--- config.mk ---
export PLATFORM = sky130hd
export DESIGN_NAME = coreTop
export DESIGN_NICKNAME = d
export VERILOG_FILES = /design/src/common/corePkg.sv /design/src/source/fetchStage.sv /design/src/source/decodeStage.sv /design/src/source/registerFile.sv /design/src/source/hazardUnit.sv /design/src/source/aluStage.sv /design/src/multiplier/multiplier.sv /design/src/source/coreTop.sv
export SDC_FILE = /design/constraint.sdc
export NUM_CORES = 2
export LEC_CHECK = 0
export BUFFER_PORTS_ARGS = -buffer_cell sky130_fd_sc_hd__buf_4
export CAP_MARGIN = 20
export CORE_MARGIN = 2
export CORE_UTILIZATION = 30
export CTS_BUF_LIST = sky130_fd_sc_hd__clkbuf_8
export DETAILED_ROUTE_END_ITERATION = 12
export GPL_ROUTABILITY_DRIVEN = 0
export SLEW_MARGIN = 40
export SYNTH_ARGS = -nofsm -noshare
export SYNTH_HDL_FRONTEND = slang
export SYNTH_SLANG_ARGS = --single-unit
--- constraint.sdc ---
create_clock -name clk -period 9.15 [get_ports clk]
set_input_delay 1.3725 -clock clk [delete_from_list [all_inputs] [get_ports clk]]
set_output_delay 1.3725 -clock clk [all_outputs]
set_load 0.01 [all_outputs]
--- src/common/corePkg.sv ---
// Core architecture constants, opcodes, instruction word formats and pipeline structs
package corePkg;

  // Datapath and register index widths
  localparam int archBits = 32;
  localparam int regIdxBits = 5;
  localparam int opcodeBits = 7;

  // Multiplier depth in cycles from the execute register to the write port
  localparam int mulNumStages = 4;

  // First fetch address
  localparam logic [archBits-1:0] pcReset = 32'h00001000;
  // Bubble word, decodes as opNop
  localparam logic [archBits-1:0] nopInstruction = 32'hffffffff;

  // Opcodes
  localparam logic [opcodeBits-1:0] opAdd = 7'h00;
  localparam logic [opcodeBits-1:0] opSub = 7'h01;
  localparam logic [opcodeBits-1:0] opMul = 7'h02;
  localparam logic [opcodeBits-1:0] opMov = 7'h14;
  localparam logic [opcodeBits-1:0] opMovi = 7'h15;
  localparam logic [opcodeBits-1:0] opBeq = 7'h30;
  localparam logic [opcodeBits-1:0] opJump = 7'h31;
  localparam logic [opcodeBits-1:0] opNop = 7'h7f;

  // One instruction word, three field layouts
  typedef union packed {
    // ADD, SUB, MUL
    struct packed {
      logic [opcodeBits-1:0] opcode;
      logic [regIdxBits-1:0] dst;
      logic [regIdxBits-1:0] src1;
      logic [regIdxBits-1:0] src2;
      logic [9:0] unused;
    } rView;
    // MOV, MOVI, JUMP
    struct packed {
      logic [opcodeBits-1:0] opcode;
      logic [regIdxBits-1:0] dst;
      logic [regIdxBits-1:0] src1;
      logic [14:0] imm;
    } iView;
    // BEQ, offset split around the source fields
    struct packed {
      logic [opcodeBits-1:0] opcode;
      logic [regIdxBits-1:0] offsetHi;
      logic [regIdxBits-1:0] src1;
      logic [regIdxBits-1:0] src2;
      logic [9:0] offsetLo;
    } bView;
  } instWord_t;

  // Register write port
  typedef struct packed {
    logic valid;
    logic [regIdxBits-1:0] regIdx;
    logic [archBits-1:0] data;
  } regWrite_t;

  // Decode to execute payload
  typedef struct packed {
    logic [opcodeBits-1:0] opcode;
    logic [regIdxBits-1:0] dst;
    logic [archBits-1:0] pc;
    logic [archBits-1:0] opA;
    logic [archBits-1:0] opB;
    logic srcEq;
  } execOp_t;

  // Destination held by one multiplier stage
  typedef struct packed {
    logic valid;
    logic [regIdxBits-1:0] dst;
  } mulSlot_t;

endpackage

--- src/source/fetchStage.sv ---
// Program counter with redirect and stall hold, decode instruction and PC registers
module fetchStage (
  input  logic                         clk,
  input  logic                         rst,
  input  logic                         stall,
  input  logic                         takeBranch,
  input  logic [corePkg::archBits-1:0] branchTarget,
  input  corePkg::instWord_t           instData,
  output logic [corePkg::archBits-1:0] instAddr,
  output corePkg::instWord_t           decInst,
  output logic [corePkg::archBits-1:0] decPc
);

  logic [corePkg::archBits-1:0] pc;
  logic [corePkg::archBits-1:0] pcNext;

  // Redirect wins over stall
  always_comb
  begin
    if (takeBranch)
    begin
      pcNext = branchTarget;
    end
    else if (stall)
    begin
      pcNext = pc;
    end
    else
    begin
      pcNext = pc + 32'd4;
    end
  end

  always_ff @(posedge clk)
  begin
    if (rst)
    begin
      pc <= corePkg::pcReset;
      decInst <= corePkg::nopInstruction;
    end
    else
    begin
      pc <= pcNext;
      // Word fetched in the branch shadow becomes a bubble
      if (takeBranch)
      begin
        decInst <= corePkg::nopInstruction;
      end
      else if (!stall)
      begin
        decInst <= instData;
      end
    end
  end

  // PC travels with the word into decode
  always_ff @(posedge clk)
  begin
    if (!stall || takeBranch)
    begin
      decPc <= pc;
    end
  end

  assign instAddr = pc;

endmodule

--- src/source/decodeStage.sv ---
// Instruction decode, operand and immediate selection, execute and multiplier registers
module decodeStage (
  input  logic                           clk,
  input  logic                           rst,
  input  corePkg::instWord_t             decInst,
  input  logic [corePkg::archBits-1:0]   decPc,
  input  logic                           stall,
  input  logic                           takeBranch,
  input  logic [corePkg::archBits-1:0]   rdData1,
  input  logic [corePkg::archBits-1:0]   rdData2,
  input  logic                           bypass1,
  input  logic                           bypass2,
  input  logic [corePkg::archBits-1:0]   bypassData,
  output logic [corePkg::regIdxBits-1:0] rdIdx1,
  output logic [corePkg::regIdxBits-1:0] rdIdx2,
  output logic [1:0]                     srcUse,
  output corePkg::mulSlot_t              decDst,
  output corePkg::execOp_t               execOp,
  output corePkg::execOp_t               mulOp
);

  logic [corePkg::opcodeBits-1:0] opcode;
  logic isRType;
  logic isMul;
  logic kill;
  logic [corePkg::archBits-1:0] data1;
  logic [corePkg::archBits-1:0] data2;
  logic [corePkg::archBits-1:0] immSext;
  logic [corePkg::archBits-1:0] immZext;
  logic [corePkg::archBits-1:0] offsetSext;
  corePkg::execOp_t nextOp;

  // Opcode and source fields sit at the same bits in every view
  assign opcode = decInst.rView.opcode;
  assign rdIdx1 = decInst.rView.src1;
  assign rdIdx2 = decInst.rView.src2;

  assign isMul = (opcode == corePkg::opMul);
  assign isRType = (opcode == corePkg::opAdd) || (opcode == corePkg::opSub) || isMul;

  // Bit 0 src1, bit 1 src2
  assign srcUse[0] = isRType || (opcode == corePkg::opMov) ||
                     (opcode == corePkg::opBeq) || (opcode == corePkg::opJump);
  assign srcUse[1] = isRType || (opcode == corePkg::opBeq);

  // Destination only for register writers
  assign decDst.valid = isRType || (opcode == corePkg::opMov) || (opcode == corePkg::opMovi);
  assign decDst.dst = decInst.rView.dst;

  // ALU result first, then register file
  assign data1 = bypass1 ? bypassData : rdData1;
  assign data2 = bypass2 ? bypassData : rdData2;

  assign immSext = {{(corePkg::archBits-15){decInst.iView.imm[14]}}, decInst.iView.imm};
  assign immZext = {{(corePkg::archBits-15){1'b0}}, decInst.iView.imm};
  // BEQ offset is offsetHi above offsetLo
  assign offsetSext = {{(corePkg::archBits-15){decInst.bView.offsetHi[4]}},
                       decInst.bView.offsetHi, decInst.bView.offsetLo};

  always_comb
  begin
    nextOp.opcode = opcode;
    nextOp.dst = decInst.iView.dst;
    nextOp.pc = decPc;
    nextOp.opA = data1;
    nextOp.opB = data2;
    nextOp.srcEq = (data1 == data2);
    case (opcode)
      corePkg::opMov:
      begin
        nextOp.opB = '0;
      end
      corePkg::opMovi:
      begin
        nextOp.opA = immZext;
        nextOp.opB = '0;
      end
      // Target is pc plus offset
      corePkg::opBeq:
      begin
        nextOp.opA = decPc;
        nextOp.opB = offsetSext;
      end
      // Target is src1 plus imm
      corePkg::opJump:
      begin
        nextOp.opB = immSext;
      end
      default:
      begin
        nextOp.opB = data2;
      end
    endcase
  end

  // Bubble on hazard stall or on a redirect from the ALU
  assign kill = stall || takeBranch;

  always_ff @(posedge clk)
  begin
    execOp <= nextOp;
    mulOp <= nextOp;
    if (rst)
    begin
      execOp.opcode <= corePkg::opNop;
      mulOp.opcode <= corePkg::opNop;
    end
    else
    begin
      // MUL goes only to the multiplier, everything else only to the ALU
      execOp.opcode <= (kill || isMul) ? corePkg::opNop : opcode;
      mulOp.opcode <= (!kill && isMul) ? corePkg::opMul : corePkg::opNop;
    end
  end

endmodule

--- src/source/registerFile.sv ---
// Integer register file with two read ports and two write-through write ports
module registerFile (
  input  logic                           clk,
  input  logic [corePkg::regIdxBits-1:0] rdIdx1,
  input  logic [corePkg::regIdxBits-1:0] rdIdx2,
  input  corePkg::regWrite_t             aluWrite,
  input  corePkg::regWrite_t             multWrite,
  output logic [corePkg::archBits-1:0]   rdData1,
  output logic [corePkg::archBits-1:0]   rdData2
);

  logic [corePkg::archBits-1:0] regs [2**corePkg::regIdxBits];

  // Same-cycle write returns the new value, ALU port last
  function automatic logic [corePkg::archBits-1:0] readThrough(
    input logic [corePkg::regIdxBits-1:0] idx,
    input logic [corePkg::archBits-1:0]   stored,
    input corePkg::regWrite_t             aluW,
    input corePkg::regWrite_t             multW
  );
    logic [corePkg::archBits-1:0] value;
    value = stored;
    if (multW.valid && (multW.regIdx == idx))
    begin
      value = multW.data;
    end
    if (aluW.valid && (aluW.regIdx == idx))
    begin
      value = aluW.data;
    end
    return value;
  endfunction

  assign rdData1 = readThrough(rdIdx1, regs[rdIdx1], aluWrite, multWrite);
  assign rdData2 = readThrough(rdIdx2, regs[rdIdx2], aluWrite, multWrite);

  // Hazard unit keeps the two ports off the same register
  always_ff @(posedge clk)
  begin
    if (multWrite.valid)
    begin
      regs[multWrite.regIdx] <= multWrite.data;
    end
    if (aluWrite.valid)
    begin
      regs[aluWrite.regIdx] <= aluWrite.data;
    end
  end

endmodule

--- src/source/hazardUnit.sv ---
// Multiplier dependency stall and ALU result bypass for the decode stage
module hazardUnit (
  input  logic [corePkg::regIdxBits-1:0]                 rdIdx1,
  input  logic [corePkg::regIdxBits-1:0]                 rdIdx2,
  input  logic [1:0]                                     srcUse,
  input  corePkg::mulSlot_t                              decDst,
  input  corePkg::regWrite_t                             aluWrite,
  input  corePkg::mulSlot_t [corePkg::mulNumStages-1:0]  mulSlots,
  output logic                                           bypass1,
  output logic                                           bypass2,
  output logic [corePkg::archBits-1:0]                   bypassData,
  output logic                                           stall
);

  // Any MUL still short of its write port blocks decode
  always_comb
  begin
    stall = 1'b0;
    for (int i = 0; i < corePkg::mulNumStages; i++)
    begin
      if (mulSlots[i].valid)
      begin
        // Read after write on a used source
        stall = stall || (srcUse[0] && (mulSlots[i].dst == rdIdx1));
        stall = stall || (srcUse[1] && (mulSlots[i].dst == rdIdx2));
        // Write after write, the younger write would land first
        stall = stall || (decDst.valid && (decDst.dst == mulSlots[i].dst));
      end
    end
  end

  // Result leaving the ALU this cycle
  assign bypass1 = srcUse[0] && aluWrite.valid && (aluWrite.regIdx == rdIdx1);
  assign bypass2 = srcUse[1] && aluWrite.valid && (aluWrite.regIdx == rdIdx2);
  assign bypassData = aluWrite.data;

endmodule

--- src/source/aluStage.sv ---
// Single-cycle ALU, branch resolution and the ALU register write port
module aluStage (
  input  corePkg::execOp_t             execOp,
  output corePkg::regWrite_t           aluWrite,
  output logic                         takeBranch,
  output logic [corePkg::archBits-1:0] branchTarget
);

  logic [corePkg::archBits-1:0] sum;
  logic [corePkg::archBits-1:0] result;
  logic writesReg;

  // Shared adder for ADD, MOV, MOVI and both branch targets
  assign sum = execOp.opA + execOp.opB;

  always_comb
  begin
    case (execOp.opcode)
      corePkg::opSub:
      begin
        result = execOp.opA - execOp.opB;
      end
      // opB is zero for the moves
      corePkg::opMov, corePkg::opMovi:
      begin
        result = execOp.opA;
      end
      default:
      begin
        result = sum;
      end
    endcase
  end

  assign writesReg = (execOp.opcode == corePkg::opAdd) ||
                     (execOp.opcode == corePkg::opSub) ||
                     (execOp.opcode == corePkg::opMov) ||
                     (execOp.opcode == corePkg::opMovi);

  assign aluWrite.valid = writesReg;
  assign aluWrite.regIdx = execOp.dst;
  assign aluWrite.data = result;

  // JUMP always, BEQ on the equality seen in decode
  assign takeBranch = (execOp.opcode == corePkg::opJump) ||
                      ((execOp.opcode == corePkg::opBeq) && execOp.srcEq);
  assign branchTarget = sum;

endmodule

--- src/multiplier/multiplier.sv ---
// Four-stage pipelined multiplier with destination tracking for every stage
module multiplier (
  input  logic                                          clk,
  input  logic                                          rst,
  input  corePkg::execOp_t                              mulOp,
  output corePkg::regWrite_t                            multWrite,
  output corePkg::mulSlot_t [corePkg::mulNumStages-1:0] mulSlots
);

  corePkg::mulSlot_t entrySlot;
  corePkg::mulSlot_t [corePkg::mulNumStages-1:1] pipeSlot;
  corePkg::mulSlot_t doneSlot;
  // Partials against the low and high half of opB
  logic [corePkg::archBits+15:0] partLo;
  logic [corePkg::archBits+15:0] partHi;
  logic [2*corePkg::archBits-1:0] product;
  logic [2*corePkg::archBits-1:0] productHold;
  logic [corePkg::archBits-1:0] resultLo;

  // Stage 0 is the execute register itself
  assign entrySlot.valid = (mulOp.opcode == corePkg::opMul);
  assign entrySlot.dst = mulOp.dst;

  always_ff @(posedge clk)
  begin
    if (rst)
    begin
      pipeSlot <= '0;
      doneSlot <= '0;
    end
    else
    begin
      pipeSlot[1] <= entrySlot;
      for (int i = 2; i < corePkg::mulNumStages; i++)
      begin
        pipeSlot[i] <= pipeSlot[i-1];
      end
      doneSlot <= pipeSlot[corePkg::mulNumStages-1];
    end
  end

  // Product data moves alongside the slots
  always_ff @(posedge clk)
  begin
    partLo <= mulOp.opA * mulOp.opB[15:0];
    partHi <= mulOp.opA * mulOp.opB[31:16];
    product <= {16'b0, partLo} + {partHi, 16'b0};
    productHold <= product;
    // High word is dropped
    resultLo <= productHold[corePkg::archBits-1:0];
  end

  assign mulSlots = {pipeSlot, entrySlot};

  assign multWrite.valid = doneSlot.valid;
  assign multWrite.regIdx = doneSlot.dst;
  assign multWrite.data = resultLo;

endmodule

--- src/source/coreTop.sv ---
// Core top level connecting fetch, decode, register file, hazard unit, ALU and multiplier
module coreTop (
  input  logic                         clk,
  input  logic                         rst,
  input  corePkg::instWord_t           instData,
  output logic [corePkg::archBits-1:0] instAddr,
  output corePkg::regWrite_t           aluWrite,
  output corePkg::regWrite_t           multWrite
);

  // Fetch to decode
  corePkg::instWord_t decInst;
  logic [corePkg::archBits-1:0] decPc;

  // Decode to execute
  corePkg::execOp_t execOp;
  corePkg::execOp_t mulOp;

  // Register reads and hazard inputs
  logic [corePkg::regIdxBits-1:0] rdIdx1;
  logic [corePkg::regIdxBits-1:0] rdIdx2;
  logic [corePkg::archBits-1:0] rdData1;
  logic [corePkg::archBits-1:0] rdData2;
  logic [1:0] srcUse;
  corePkg::mulSlot_t decDst;
  corePkg::mulSlot_t [corePkg::mulNumStages-1:0] mulSlots;

  // Hazard results
  logic stall;
  logic bypass1;
  logic bypass2;
  logic [corePkg::archBits-1:0] bypassData;

  // ALU redirect
  logic takeBranch;
  logic [corePkg::archBits-1:0] branchTarget;

  fetchStage fetch_i (.clk, .rst, .stall, .takeBranch, .branchTarget, .instData,
                      .instAddr, .decInst, .decPc);

  decodeStage decode_i (.clk, .rst, .decInst, .decPc, .stall, .takeBranch,
                        .rdData1, .rdData2, .bypass1, .bypass2, .bypassData,
                        .rdIdx1, .rdIdx2, .srcUse, .decDst, .execOp, .mulOp);

  registerFile regFile_i (.clk, .rdIdx1, .rdIdx2, .aluWrite, .multWrite, .rdData1, .rdData2);

  hazardUnit hazard_i (.rdIdx1, .rdIdx2, .srcUse, .decDst, .aluWrite, .mulSlots,
                       .bypass1, .bypass2, .bypassData, .stall);

  aluStage alu_i (.execOp, .aluWrite, .takeBranch, .branchTarget);

  multiplier mult_i (.clk, .rst, .mulOp, .multWrite, .mulSlots);

endmodule

Yosys cells after proc, flatten, opt, wreduce, memory -nomap -nowiden. Memories as Yosys holds them, arrays and structs flattened. A register that Yosys moved wholly into a read port is not among the register bits. Cells that the tools add are included. W data, S select, Z words.

Memories kept: 1. Word-level logic and storage cells: 136. Bits in writable memories: 1024. Output and inout bits: 108. Input port bits: 34. Register bits after elaboration: 348.

Memory list: regFile_i.regs (depth 32, bits a word 32, read ports 2, clocked after memory_dff 2, wr ports 2, line registerFile.sv:12) `logic [corePkg::archBits-1:0] regs [2**corePkg::regIdxBits];`.

Multiplexer cells: 24. Equal/unequal tests: 28. Multipliers: 2. Reduce and logical (&&, ||, !) cells: 55. Add/subtract/negate cells: 4.

Operators with widths (number): $mux W32 (8); $pmux W32 S2 (2); $pmux W32 S3 (1); $eq A5 B5 Y1 (14); $add A32 B32 Y32 (2); $add A32 B3 Y32 const B (1); $eq A32 B32 Y1 (1); $mul A32 B16 Y16 (1); $mul A32 B16 Y32 (1); $sub A32 B32 Y32 (1); $eq A7 B5 Y1 const B (4); $eq A7 B6 Y1 const B (4); $logic_or A1 B1 Y1 (25); $logic_and A1 B1 Y1 (22); $mux W5 (4); $eq A7 B1 Y1 const B (2); $eq A7 B2 Y1 const B (2); $logic_not A7 Y1 (2); $mux W1 (8); $reduce_or A2 Y1 (4); $mux W7 (1); $logic_not A1 Y1 (2); $ne A2 B2 Y1 const B (1).

Logic depth before layout (Yosys ltp).
Depth in word-level cells: 26. Mapped depth: 28. Depth with buffers taken out: 26.

Cells and area by module. A second synthesis with hierarchy kept.

Cell total of the unflattened synthesis: 7786. Area, all modules: 96546.3 um^2.

Modules (own cells, without submodules): registerFile (area each 61721.7 um^2, sequential area each 30749.5 um^2, cells each 3870, times used 1); multiplier (area each 19784.0 um^2, sequential area each 3363.2 um^2, cells each 2145, times used 1); decodeStage (area each 5646.7 um^2, sequential area each 2202.1 um^2, cells each 607, times used 1); aluStage (area each 4390.5 um^2, sequential area each 0.0 um^2, cells each 669, times used 1); fetchStage (area each 3877.5 um^2, sequential area each 2242.2 um^2, cells each 348, times used 1); hazardUnit (area each 1126.1 um^2, sequential area each 0.0 um^2, cells each 147, times used 1).

Worst setup path after synthesis. OpenSTA, ideal clock, no wires.

Path kind: register to register. From: register decode_i.execOp[2] (netlist name). To: register mult_i.partLo[31] (netlist bit). Arrival: 6359 ps. Clock period less this slack: 6481 ps. Path buffers: 2. Library setup time: 122 ps. Required time: 9028 ps. Stages on the path, launching flop included: 26. Slack: 2669 ps. Path through: dfxtp_1 clkbuf_1 clkbuf_1 nand2_1 fa_1 fa_1 fa_1 inv_1 fa_1 fa_1 inv_1 fa_1 inv_1 ha_1 nor2b_1 or4_1 a21oi_1 nor3_1 nor2_1 a21oi_1 a211oi_1 o21ba_2 o21ai_0 a21oi_1 o21ai_0 xnor2_1.

RTL lines: end signal: assignment (line multiplier.sv:45) `partLo <= mulOp.opA * mulOp.opB[15:0];`; end: declaration (line multiplier.sv:14) `logic [corePkg::archBits+15:0] partLo;`.

==> results.py <==
metrics = {
    "yosys": {
        "synth.distinct_cells": 114,
        "synth_top_cell_by_area": "edfxtp_1",
        "netlist_area_um2": 92200,
        "synth-seq-cells": 1376,
        "synth_nets": 9282,
        "yosys.area.top_type_share_pct": 34.4,
        "ys_top_cells_by_count": "1,610 x nand2_1, 1,201 x o21ai_0, 1,056 x edfxtp_1",
        "synth-main-ff-cell": "edfxtp_1",
        "yosysWarnings": 0,
        "synth_edf_count": 1056,
        "synthTopCellsByArea": "edfxtp_1 34%, mux4_2 12%, fa_1 8.4%",
        "syn_inst": 8669,
        "syn_avg_cell_area_um2": 10.6,
        "async_flop_share_pct": 0,
        "synth_seq_area_share_pct": 41.3,
        "synth.most_common_cell": "nand2_1",
    },
    "place": {
        "post-dp-hpwl_mm": 239,
        "placed_area_um2": 97800,
        "port_buffers": 141,
        "pre_cts_slack_ns": 1.65,
        "post-place-cells": 12300,
    },
    "setup_path": {
        "worst_setup_path_start_kind": "register",
        "critical_path_class": "reg2out",
        "reg2reg_to": "mult_i.partLo[31]",
        "rr_startpoint": "decode_i.execOp[40]",
        "required_ns": 7.78,
        "crit_arrival_ns": 6.66,
        "crit_fanout": 36,
        "regToRegSetupSlack_ns": 1.59,
        "cp-end-kind": "primary output",
        "r2r_cells": 25,
    },
    "worst_hold_path": {
        "hold_end": "mult_i.productHold[5]",
        "hp-class": "reg2reg",
        "hold_start": "mult_i.product[5]",
        "hold_path_depth": 0,
    },
    "run": {
        "cap_violations": 0,
    },
    "sta": {
        "finalHoldViolCount": 0,
        "relSlewSlack_pct": 32.1,
        "tns_ns": 0,
        "finalSetupViolCount": 0,
        "clock.fmax_mhz": 125,
        "fin_ws_ns": 1.12,
        "fin_crit_sh_pct": 87.8,
        "skew_ns": 0.112,
        "hold_ws_ns": 0.319,
        "maxSlewViolCount": 0,
        "period_needed_ns": 8.03,
        "rsz0062_at_grt": "no",
        "tightest_slew_ns": 1.01,
    },
    "drt": {
        "wirelength_mm": 378,
        "via_per_inst": 5.84,
        "routedWlPerCell_um": 29.7,
        "vias": 74400,
        "drc": 0,
        "drtIter0Drc": 12000,
        "firstDrtPassIters": 9,
        "ant_nets": 0,
    },
    "pwr": {
        "power_mw": 35.2,
        "ir_drop_mv": 0.643,
        "power_density_nw_per_um2": 343,
        "p_leak_nw": 40.3,
    },
    "final_layout": {
        "nets": 9041,
        "final_util_pct": 33.5,
        "final_area_um2": 102000,
        "multiInputGateArea_um2": 49200,
        "drive_gt1_share_pct": 16.5,
        "regArea_um2": 38200,
        "fill_cells": 30500,
        "final_cells": 12700,
        "area_growth_pct": 11.1,
    },
    "die": {
        "die_y_um": 559,
        "die_area_um2": 312000,
        "initial_core_util_pct": 30.2,
        "rows": 203,
        "ios": 142,
        "dieWidth_um": 559,
        "core_area_um2": 306000,
    },
    "clock_network": {
        "cts_buffer_depth": 3,
        "htreeDepth": 4,
        "cts_resized": 0,
        "tritoncts": "yes",
        "cts.sinks": 1376,
        "cts-root-buf": "clkbuf_8",
        "ctsHoldBuffers": 0,
        "clk_pin_slew_ns": 0.06,
        "post_cts_buffers": 0,
        "cts_made_buffers": 231,
        "clk_latency_ns": 1.07,
    },
    "grt": {
        "grt_pass1_wl_mm": 530,
        "antenna_found_initial": 27,
        "grt_usage_pct": 23.7,
        "grt.overflow.total": 0,
        "grt_max_degree": 99,
        "grt_pass1_vias": 71800,
    },
    "outcome": {
        "status": "complete, no violations",
    },
}
worst max path at each step:
stage,from,to,slack [ns],cells after the start
after floorplan,decode_i.execOp[2],mult_i.partLo[31],2.67,25
after global placement,decode_i.execOp[5],mult_i.partLo[31],1.53,24
after detailed placement,decode_i.execOp[39],mult_i.partLo[31],1.65,25
after CTS,decode_i.execOp[3],aluWrite[27],1.22,13
after global routing,decode_i.execOp[3],aluWrite[30],0.98,16
final,decode_i.execOp[3],aluWrite[27],1.12,13
critical path, cell delays in order, from the launching register on:
cell and delay (ns):
dfxtp_1 0.89, buf_4 0.39, inv_1 0.09, ha_1 0.44, a221oi_1 0.59, nor4_1 0.22
or4_1 0.71, a21oi_2 0.26, nor3_2 0.09, or2_4 0.28, a221oi_1 0.32, a31o_2 0.68
inv_1 0.40, buf_4 0.26
power by group:
group          switching, mW  total, mW  internal (mW)
registers              0.375       8.40           8.03
clock network           2.82       5.55           2.73
logic                   12.9       21.2           8.35
layout make-up:
cell class | instances | share of cell area [%]
timing repair buffer | 384 | 3.25
clock inverter | 181 | 1.04
antenna | 12 | 0.0293
multi-input combinational | 5876 | 48.0
sequential | 1376 | 37.2
clock buffer | 249 | 3.34
inverter | 559 | 2.05
tap | 4100 | 5.01
state kept, by name (all words and copies together) (netlist names), named ones only:
| signal | flops |
|---|---|
| regFile_i.regs | 1024 |
| decode_i.execOp | 77 |
| fetch_i.decInst | 32 |
| fetch_i.decPc | 32 |
| fetch_i.instAddr | 32 |
| mult_i.partLo | 32 |
| mult_i.productHold | 32 |
| mult_i.product | 32 |
| mult_i.resultLo | 32 |
| mult_i.mulSlots | 18 |
| mult_i.partHi | 16 |
| mult_i.multWrite | 6 |
| decode_i.mulOp | 1 |
cells in the final DEF, fill, tap and decap left out, types with 46 or more instances in the layout:
cell      instances
a22oi_1         117
ha_1            192
mux2i_1         138
inv_1           627
fa_1            387
buf_4           322
nand3_1          65
dfxtp_1         306
a21oi_1         211
xor2_1           94
nor2_1          236
and2_1          188
nor2b_1          46
o21ai_0        1159
xnor2_1         165
nand2_1        1580
mux4_2          510
clkinv_1         59
clkbuf_8        249
edfxtp_1       1056
logic make-up after synthesis:
| family | share of synthesized area [%] |
|---|---|
| DFF | 41.3 |
| buffers and inverters | 6.47 |
| adders and majority gates | 11.0 |
| muxes | 15.2 |
| xor gates and xnor gates | 2.47 |
| AOI/OAI and AO/OA | 12.3 |
| and+or+nand+nor | 11.2 |
metal layers:
layer	up-vias	GRT usage, %	share of wire (%)
met5	-	0.355	0.055
met1	36700	29.2	35
met3	1361	8.49	15
met2	5970	35.2	43
met4	10	14.6	7.2
li1	30300	-	-
Power figures use the tool's default switching activity.
